**src/rtl/fault_stream_pkg.sv**
```systemverilog
// Stream sample definitions

package fault_stream_pkg;

    // Width of one sample on the monitored stream
    localparam int sample_width = 32;

    // Samples are two's complement values, compared signed against the windows
    typedef logic signed [sample_width-1:0] sample_t;

endpackage

```
**src/rtl/fault_config_pkg.sv**
```systemverilog
// Fault detector register map

package fault_config_pkg;

    // One software register word
    localparam int register_width = 32;

    typedef logic [register_width-1:0] register_t;

    // Five registers are implemented, the rest of the address space reads zero
    localparam int register_count = 5;
    localparam int address_width = 3;

    // Register map
    localparam logic [address_width-1:0] slow_low_address = address_width'(0);
    localparam logic [address_width-1:0] slow_high_address = address_width'(1);
    localparam logic [address_width-1:0] duration_address = address_width'(2);
    localparam logic [address_width-1:0] fast_low_address = address_width'(3);
    localparam logic [address_width-1:0] fast_high_address = address_width'(4);

    // Only the low bits of the duration word set the slow trip limit
    localparam int duration_width = 8;

endpackage

```
**src/rtl/threshold_registers.sv**
```systemverilog
// Threshold and duration register file

`timescale 1ns/1ps

module threshold_registers (
    input  logic                                     clock,
    input  logic                                     reset,
    input  logic                                     write_enable,
    input  logic [fault_config_pkg::address_width-1:0] write_address,
    input  fault_config_pkg::register_t              write_data,
    input  logic [fault_config_pkg::address_width-1:0] read_address,
    output fault_config_pkg::register_t              read_data,
    output fault_stream_pkg::sample_t                fast_low,
    output fault_stream_pkg::sample_t                fast_high,
    output fault_stream_pkg::sample_t                slow_low,
    output fault_stream_pkg::sample_t                slow_high,
    output logic [fault_config_pkg::duration_width-1:0] slow_duration
);

    import fault_config_pkg::*;
    import fault_stream_pkg::*;

    register_t registers [register_count];

    logic write_in_range;
    logic read_in_range;

    // Addresses above the last register fall outside the map
    assign write_in_range = write_address < register_count;
    assign read_in_range = read_address < register_count;

    always_ff @(posedge clock) begin
        if (!reset) begin
            for (int index = 0; index < register_count; index++) begin
                registers[index] <= '0;
            end
        end else if (write_enable && write_in_range) begin
            registers[write_address] <= write_data;
        end
    end

    // Reads return the whole stored word, even where only part of it is used
    always_comb begin
        if (read_in_range) begin
            read_data = registers[read_address];
        end else begin
            read_data = '0;
        end
    end

    // Threshold words are taken as signed sample values
    assign slow_low = sample_t'(registers[slow_low_address]);
    assign slow_high = sample_t'(registers[slow_high_address]);
    assign fast_low = sample_t'(registers[fast_low_address]);
    assign fast_high = sample_t'(registers[fast_high_address]);

    assign slow_duration = registers[duration_address][duration_width-1:0];

endmodule

```
**src/rtl/sample_window_classifier.sv**
```systemverilog
// Sample window classifier

`timescale 1ns/1ps

module sample_window_classifier (
    input  logic                      clock,
    input  logic                      reset,
    input  fault_stream_pkg::sample_t sample,
    input  logic                      sample_valid,
    input  fault_stream_pkg::sample_t fast_low,
    input  fault_stream_pkg::sample_t fast_high,
    input  fault_stream_pkg::sample_t slow_low,
    input  fault_stream_pkg::sample_t slow_high,
    output logic                      flag_valid,
    output logic                      fast_outside,
    output logic                      slow_outside
);

    logic below_fast;
    logic above_fast;
    logic below_slow;
    logic above_slow;

    // Both operands are signed, so these are signed compares
    // The bounds themselves count as inside the window
    assign below_fast = sample < fast_low;
    assign above_fast = sample > fast_high;
    assign below_slow = sample < slow_low;
    assign above_slow = sample > slow_high;

    // One flagged result per valid sample, back to back samples are fine
    always_ff @(posedge clock) begin
        if (!reset) begin
            flag_valid <= 1'b0;
        end else begin
            flag_valid <= sample_valid;
        end
    end

    // The flags are only looked at while flag_valid is high
    always_ff @(posedge clock) begin
        fast_outside <= below_fast || above_fast;
        slow_outside <= below_slow || above_slow;
    end

endmodule

```
**src/rtl/slow_trip_counter.sv**
```systemverilog
// Slow window violation counter

`timescale 1ns/1ps

module slow_trip_counter (
    input  logic                                        clock,
    input  logic                                        reset,
    input  logic                                        flag_valid,
    input  logic                                        slow_outside,
    input  logic [fault_config_pkg::duration_width-1:0] slow_duration,
    input  logic                                        counter_hold,
    input  logic                                        counter_clear,
    output logic                                        slow_trip
);

    import fault_config_pkg::*;

    logic [duration_width-1:0] violation_count;

    // Clear wins over hold, since the clear only comes while the fault holds the count
    always_ff @(posedge clock) begin
        if (!reset) begin
            violation_count <= '0;
        end else if (counter_clear) begin
            violation_count <= '0;
        end else if (flag_valid && slow_outside && !counter_hold) begin
            violation_count <= violation_count + 1'b1;
        end
    end

    // A zero duration disables the slow path entirely
    assign slow_trip = (slow_duration != '0) && (violation_count == slow_duration);

endmodule

```
**src/rtl/fault_control.sv**
```systemverilog
// Fault latch control

`timescale 1ns/1ps

module fault_control (
    input  logic clock,
    input  logic reset,
    input  logic flag_valid,
    input  logic fast_outside,
    input  logic slow_trip,
    input  logic clear_fault,
    output logic fault,
    output logic counter_hold,
    output logic counter_clear
);

    logic trip;
    logic clear_accepted;

    // Either a flagged fast violation or the slow count reaching its limit
    assign trip = (flag_valid && fast_outside) || slow_trip;

    // A clear only means something while the fault is latched
    assign clear_accepted = fault && clear_fault;

    always_ff @(posedge clock) begin
        if (!reset) begin
            fault <= 1'b0;
        end else if (fault) begin
            if (clear_fault) begin
                fault <= 1'b0;
            end
        end else if (trip) begin
            fault <= 1'b1;
        end
    end

    // The counter freezes for as long as the fault is latched
    assign counter_hold = fault;

    // Zeroes the count at the same edge that lowers the fault
    assign counter_clear = clear_accepted;

endmodule

```
**src/rtl/stream_fault_detector.sv**
```systemverilog
// Stream fault detector top level

`timescale 1ns/1ps

module stream_fault_detector (
    input  logic                                        clock,
    input  logic                                        reset,
    input  logic                                        write_enable,
    input  logic [fault_config_pkg::address_width-1:0]  write_address,
    input  fault_config_pkg::register_t                 write_data,
    input  logic [fault_config_pkg::address_width-1:0]  read_address,
    output fault_config_pkg::register_t                 read_data,
    input  fault_stream_pkg::sample_t                   sample,
    input  logic                                        sample_valid,
    input  logic                                        clear_fault,
    output logic                                        fault
);

    import fault_config_pkg::*;
    import fault_stream_pkg::*;

    // Programmed windows and slow trip limit
    sample_t fast_low;
    sample_t fast_high;
    sample_t slow_low;
    sample_t slow_high;
    logic [duration_width-1:0] slow_duration;

    // Classifier results, one cycle behind the sample
    logic flag_valid;
    logic fast_outside;
    logic slow_outside;

    // Counter and control handshake
    logic slow_trip;
    logic counter_hold;
    logic counter_clear;

    threshold_registers registers (
        .clock         (clock),
        .reset         (reset),
        .write_enable  (write_enable),
        .write_address (write_address),
        .write_data    (write_data),
        .read_address  (read_address),
        .read_data     (read_data),
        .fast_low      (fast_low),
        .fast_high     (fast_high),
        .slow_low      (slow_low),
        .slow_high     (slow_high),
        .slow_duration (slow_duration)
    );

    sample_window_classifier classifier (
        .clock        (clock),
        .reset        (reset),
        .sample       (sample),
        .sample_valid (sample_valid),
        .fast_low     (fast_low),
        .fast_high    (fast_high),
        .slow_low     (slow_low),
        .slow_high    (slow_high),
        .flag_valid   (flag_valid),
        .fast_outside (fast_outside),
        .slow_outside (slow_outside)
    );

    slow_trip_counter counter (
        .clock         (clock),
        .reset         (reset),
        .flag_valid    (flag_valid),
        .slow_outside  (slow_outside),
        .slow_duration (slow_duration),
        .counter_hold  (counter_hold),
        .counter_clear (counter_clear),
        .slow_trip     (slow_trip)
    );

    fault_control control (
        .clock         (clock),
        .reset         (reset),
        .flag_valid    (flag_valid),
        .fast_outside  (fast_outside),
        .slow_trip     (slow_trip),
        .clear_fault   (clear_fault),
        .fault         (fault),
        .counter_hold  (counter_hold),
        .counter_clear (counter_clear)
    );

endmodule

```
**config.mk**
```make
export PLATFORM = sky130hd
export DESIGN_NAME = stream_fault_detector
export DESIGN_NICKNAME = d
export VERILOG_FILES = /design/src/rtl/fault_stream_pkg.sv /design/src/rtl/fault_config_pkg.sv /design/src/rtl/threshold_registers.sv /design/src/rtl/sample_window_classifier.sv /design/src/rtl/slow_trip_counter.sv /design/src/rtl/fault_control.sv /design/src/rtl/stream_fault_detector.sv
export SDC_FILE = /design/constraint.sdc
export NUM_CORES = 1
export LEC_CHECK = 0
export BUFFER_PORTS_ARGS = -buffer_cell sky130_fd_sc_hd__buf_2
export CAP_MARGIN = 20
export CORE_ASPECT_RATIO = 0.8
export CORE_MARGIN = 2
export CORE_UTILIZATION = 42
export CTS_CLUSTER_DIAMETER = 200
export DETAILED_ROUTE_END_ITERATION = 8
export PLACE_DENSITY_LB_ADDON = 0.12
export SETUP_SLACK_MARGIN = 0.5
export SYNTH_ARGS = -nofsm -noshare
export SYNTH_HDL_FRONTEND = slang
export SYNTH_HIERARCHICAL = 1
export SYNTH_SLANG_ARGS = --single-unit
```
**constraint.sdc**
```tcl
create_clock -name clock -period 10.4 [get_ports clock]
set_clock_uncertainty 0.2 [all_clocks]
set_input_delay 0.52 -clock clock [delete_from_list [all_inputs] [get_ports clock]]
set_output_delay 0.52 -clock clock [all_outputs]
set_load 0.01 [all_outputs]
```
=== Word level (Yosys, flattened, before mapping) ===
Memories as Yosys holds them, arrays and structs flattened.
Cells that the tools add are included.
W data, S select, Z words.

* Add/sub/neg operators: 1
* Order comparisons: 6
* Equality and inequality tests: 1
* Mux-type cells: 11
* Bitwise logic cells: 1
* Reduce and logical (&&, ||, !) cells: 13

{| class="wikitable"
|+ Operators by type and width
! cell !! number
|-
| $gt A32 B32 Y1 || 2
|-
| $lt A32 B32 Y1 || 2
|-
| $mux W32 || 2
|-
| $reduce_or A32 Y1 || 1
|-
| $add A8 B1 Y8 const B || 1
|-
| $eq A8 B8 Y1 || 1
|-
| $mux W1 || 8
|-
| $reduce_bool A8 Y1 || 1
|-
| $logic_and A1 B1 Y1 || 6
|-
| $lt A3 B3 Y1 const B || 2
|-
| $logic_or A1 B1 Y1 || 3
|-
| $mux W3 || 1
|-
| $reduce_or A2 Y1 || 1
|-
| $logic_not A1 Y1 || 1
|-
| $not A1 Y1 || 1
|}

* Register bits after elaboration: 12
* Bits in writable memories: 160
* Word-level logic and storage cells: 39
* Memories: 1

{| class="wikitable"
|+ Memories
! name !! depth !! bits a word !! read ports !! clocked after Yosys merged registers in !! wr ports !! RTL line !! source
|-
| registers.registers || 5 || 32 || 6 || 0 || 5 || threshold_registers.sv:23 || <nowiki>register_t registers [register_count];</nowiki>
|}

=== Depth between registers and ports, before layout ===
* Depth in word-level cells: 7
* Depth in mapped cells: 8
* Depth with buffers taken out: 8

=== By module ===
The synthesis kept the hierarchy.

{| class="wikitable"
|+ Modules (own cells, without submodules)
! module !! times used !! cells each !! area an instance (sq um)
|-
| threshold_registers || 1 || 506 || 7360.8
|-
| sample_window_classifier || 1 || 451 || 3285.7
|-
| slow_trip_counter || 1 || 54 || 481.7
|-
| fault_control || 1 || 5 || 56.3
|}

=== Worst setup path after synthesis ===
OpenSTA, ideal clock, no wires.

* Path type: input to register
* Start: input port write_address[1] (netlist name)
* End: memory registers/registers[1][0] (netlist name) (enable)
* Library setup time: 0.466 ns
* Arrival: 3.080 ns
* Required time: 9.734 ns
* Path slack: 6.654 ns
* Stages on the path: 2
* Path buffers: 0
* Cells stage by stage: nand3b_2 o21ai_0

{| class="wikitable"
|+ RTL lines
! element !! RTL line !! source
|-
| from (decl) || stream_fault_detector.sv:9 || <nowiki>input logic [fault_config_pkg::address_width-1:0] write_address,</nowiki>
|-
| to (decl) || threshold_registers.sv:23 ||
|}

=== Final worst setup path ===
* Start: input port read_address[0] (netlist name)
* End: output port read_data[30]

* Longest elaborated chain between the ends: 2
* Elaborated cells on any way between the ends: 3

{| class="wikitable"
|+ Ends and longest elaborated chain
! element !! RTL line !! source
|-
| from (decl) || stream_fault_detector.sv:11 || <nowiki>input logic [fault_config_pkg::address_width-1:0] read_address,</nowiki>
|-
| $lt A3 B3 Y1 or $mem_v2 Z5 W32 (tied branches) || - ||
|-
| $mux W32 (*) || threshold_registers.sv:44 || <nowiki>if (read_in_range) begin</nowiki>
|-
| to (decl) || stream_fault_detector.sv:12 || <nowiki>output fault_config_pkg::register_t read_data,</nowiki>
|}

Every way passes the cells marked *; elsewhere a longest branch is shown, timed or not.

==> summary.md <==
| Metric | Value |
|---|---|
| Status | `complete, no violations` |
| TritonCTS buffer count | `17` |
| Number of gates resized after cts | `0` |
| Initial DRC count | `522` |
| Crit path cell chain | `buf_2 -> buf_4 -> nor3b_4 -> buf_4 -> a22oi_1 -> o21ai_0 -> buf_2` |
| Port-buffer cells | `~110` |
| Max IR drop VDD | `114.8 µV` |
| Post-CTS Setup Bufs | `0` |
| Post-layout instance area | `~13000 µm²` |
| Most frequent cells in the layout | `and2_1, edfxtp_1, inv_1, ha_1, buf_2` |
| Post-Syn Nets | `1218` |
| EDFF count, synth | `160` |
| Min-Delay Path Class | `in2reg` |
| Yosys warns | `6` |
| Post-synthesis mux area share | `6.846%` |
| Layout cells sized above 1 | `17.54%` |
| Hold_ws | `0.08954 ns` |
| Final nets | `1312` |
| Die area | `27960 µm²` |
| CP Capture Type | `output pin` |
| Post-synthesis compound-gate area fraction | `about a tenth` |
| Initial Util | `42.70%` |
| Worst skew pair latency | `approximately 0.45 ns` |
| Critical Path RT | `around 9.7 ns` |
| Synthesized area per cell | `11.01 µm²` |
| Routed wl met3 | `1.278 mm` |
| H-Tree Depth | `4` |
| Root Buffer | `clkbuf_16` |
| Register area share after synthesis | `45.11%` |
| Register-to-Register Path Depth | `8` |
| Synth cell types | `60` |
| I/O pin total | `108` |
| CTS tree | `done` |
| Post-synthesis async set-or-reset flop share | `0%` |
| R2r endpoint | `classifier/slow_outside$_DFF_P_` |
| Worst Path Arrival | `2.90 ns` |
| Slew Limit Headroom | `28.94%` |
| Seq pwr share | `48.2%` |
| CP Launch Type | `input pin` |
| Sw frac | `28.28%` |
| Max layer used | `met4` |
| Routed length on met2 | `between 10 and 15 mm` |
| CP Class | `in2out` |
| Core area | `26190 µm²` |
| MaxCap Viol Count | `0` |
| Sink Count | `172` |
| Post-DR wirelength/cell | `20.20 µm` |
| Routed WL | `29.89 mm` |
| Number of diodes | `0` |
| Worst slew pin tran | `1.063 ns` |
| DR vias/cell | `around 5.2` |
| Clock power share | `roughly a third` |
| Vias | `7749` |
| Pwr dens | `135.8 nW/µm²` |
| Yosys reg bits | `~170` |
| Leakage | `about 5.7 nW` |
| Crit path time final | `3.622 ns` |
| GP Congestion | `0.8132` |
| Cell count after synthesis | `1016` |
| Largest net degree at the start of global routing | `37` |
| R2R Setup Slk | `about 7.7 ns` |
| Synth Area in Simple Gates | `16.48%` |
| TNS Setup | `0 ns` |
| Commonest non-fill, non-tap cell in the layout | `and2_1` |
| Yosys top cell area share | `between 40% and 50%` |
| Residual DRC | `0` |
| DRT Pass-1 Iters | `5` |
| Final core utilization | `48.15%` |
| Vias in the first global route | `7558` |
| Initial antenna violation count | `0` |
| Fin crit share | `between 30% and 40%` |
| Placed Instance Area | `12070 µm²` |
| Clock slew at reported path FFs | `0.07 ns` |
| Internal Power | `1.229 mW` |
| Final setup fails | `0` |
| P_sw | `approximately 480 µW` |
| Max Buffers Root-to-Sink | `2` |
| Crit Reg-Reg Startpoint | `registers/registers[1][31]$_SDFFCE_PN0P_` |
| Global Route Usage Sum | `22.20%` |
| Worst setup path startpoint | `read_address[0]` |
| Combinational share of power | `16.6%` |
| Synth Area in Adders | `14.21%` |
| Pins Over Slew Limit | `0` |
| Grt total ovfl | `0` |
| Die Ht | `~150 µm` |
| Post-DRT Antenna Nets | `0` |
| Xor/xnor share of the synthesized area | `0.7048%` |
| First-pass GRT wire length | `approximately 46 mm` |
| Synthesized cell area | `roughly 11000 µm²` |
| Slowest stage delay, CP | `a little under 0.9 ns` |
| # rows | `53` |
| Chip Width | `around 190 µm` |
| Metal-1 WL | `15.51 mm` |
| Top cells by area, synth | `edfxtp_1, ha_1, and2_1, inv_1, mux2i_1` |
| Dominant cell type by area after synthesis | `edfxtp_1` |
| Slowest CP cell | `nor3b_4` |
| Crit-path max FO | `35` |
| Main flop type after synthesis | `edfxtp_1` |
| Largest family of logic cells by synthesized area | `simple AND/OR/NAND/NOR gates` |
| Layout area overhead | `12.76%` |
| DP HPWL | `21.41 mm` |
| Fill count | `roughly 2.4k` |
| Hold_buf cts | `0` |
| Final Hold Fails | `0` |
| RSZ-0062 raised after global routing | `no` |
| Crit path to | `read_data[30]` |
| Max Freq | `between 200 and 300 MHz` |
## worst min path at each step
stage,endpoint,start,depth (start not counted)
finish,classifier/flag_valid$_SDFF_PN0_,sample_valid,2
global route,classifier/flag_valid$_SDFF_PN0_,sample_valid,2
CTS,classifier/flag_valid$_SDFF_PN0_,sample_valid,2
detailed placement,counter/violation_count[7]$_SDFFE_PP0P_,counter/violation_count[7]$_SDFFE_PP0P_,2
global placement,counter/violation_count[7]$_SDFFE_PP0P_,counter/violation_count[7]$_SDFFE_PP0P_,2
floorplan,counter/violation_count[7]$_SDFFE_PP0P_,counter/violation_count[7]$_SDFFE_PP0P_,2
## state kept, by name (all words and copies together) (netlist names)
name	count
classifier/flag_valid	1
registers/registers	160
classifier/slow_outside	1
classifier/fast_outside	1
control/counter_hold	1
counter/violation_count	8
## through the flow
stage	setup slack, ns	instances	power (mW)
2_1_floorplan	6.654	1016	1.011
3_3_place_gp	6.868	1448	1.121
3_5_place_dp	6.802	1448	1.124
4_1_cts	6.703	1480	1.727
5_1_grt	6.531	1480	1.793
6_report	6.778	1480	1.713
## critical path: cells and delay by family
kind	cells	cell delay (ns)
AO/OA/AOI/OAI	2	0.27
buffers and inverters	4	1.24
AND/OR/NAND/NOR	1	0.87
## per-layer routing
| layer | track usage [%] | vias up |
|---|---|---|
| met4 | 4.440 | 0 |
| met5 | 0 | - |
| met2 | 33.92 | 167 |
| li1 | - | 3815 |
| met3 | 3.612 | 14 |
| met1 | 33.16 | 3753 |
## final cells by class
type	count	area, µm²	area share, %
timing repair buffer	117	610.6	4.841
clock inverter	13	111.4	0.8829
tap	357	446.7	3.542
multi-input combinational	669	5466	43.34
clock buffer	19	432.9	3.433
sequential	172	5045	40.00
inverter	133	499.2	3.958
## power by group through the flow
stage	clock, mW	sequential [mW]	combinational (mW)
2_1_floorplan	0	0.831	0.180
3_3_place_gp	0	0.839	0.282
3_5_place_dp	0	0.840	0.284
4_1_cts	0.615	0.825	0.287
5_1_grt	0.643	0.830	0.320
6_report	0.604	0.825	0.284
## cells in the mapped netlist, drive strengths merged (4+ instances only)
cell type	count
a21boi	4
nand4	23
edfxtp	160
a21o	16
dfxtp	12
mux2	32
nor3	7
xor2	9
a221o	31
o21a	7
o221ai	4
a21oi	52
and2	163
buf	28
nand3	5
and4	6
nand2b	8
or3	7
mux2i	33
clkbuf	14
nor3b	5
a211oi	4
o21ai	22
nor2	42
nor4	7
ha	127
inv	133
nand2	31
## logic make-up (layout without fill, tap and decap cells)
group / after synthesis / after routing
simple gates: 311 / 311
buf+inv: 175 / 282
flops: 172 / 172
compound gates: 157 / 157
fa+ha+maj: 127 / 127
mux: 65 / 65
xor+xnor: 9 / 9
Power figures use the tool's default switching activity.
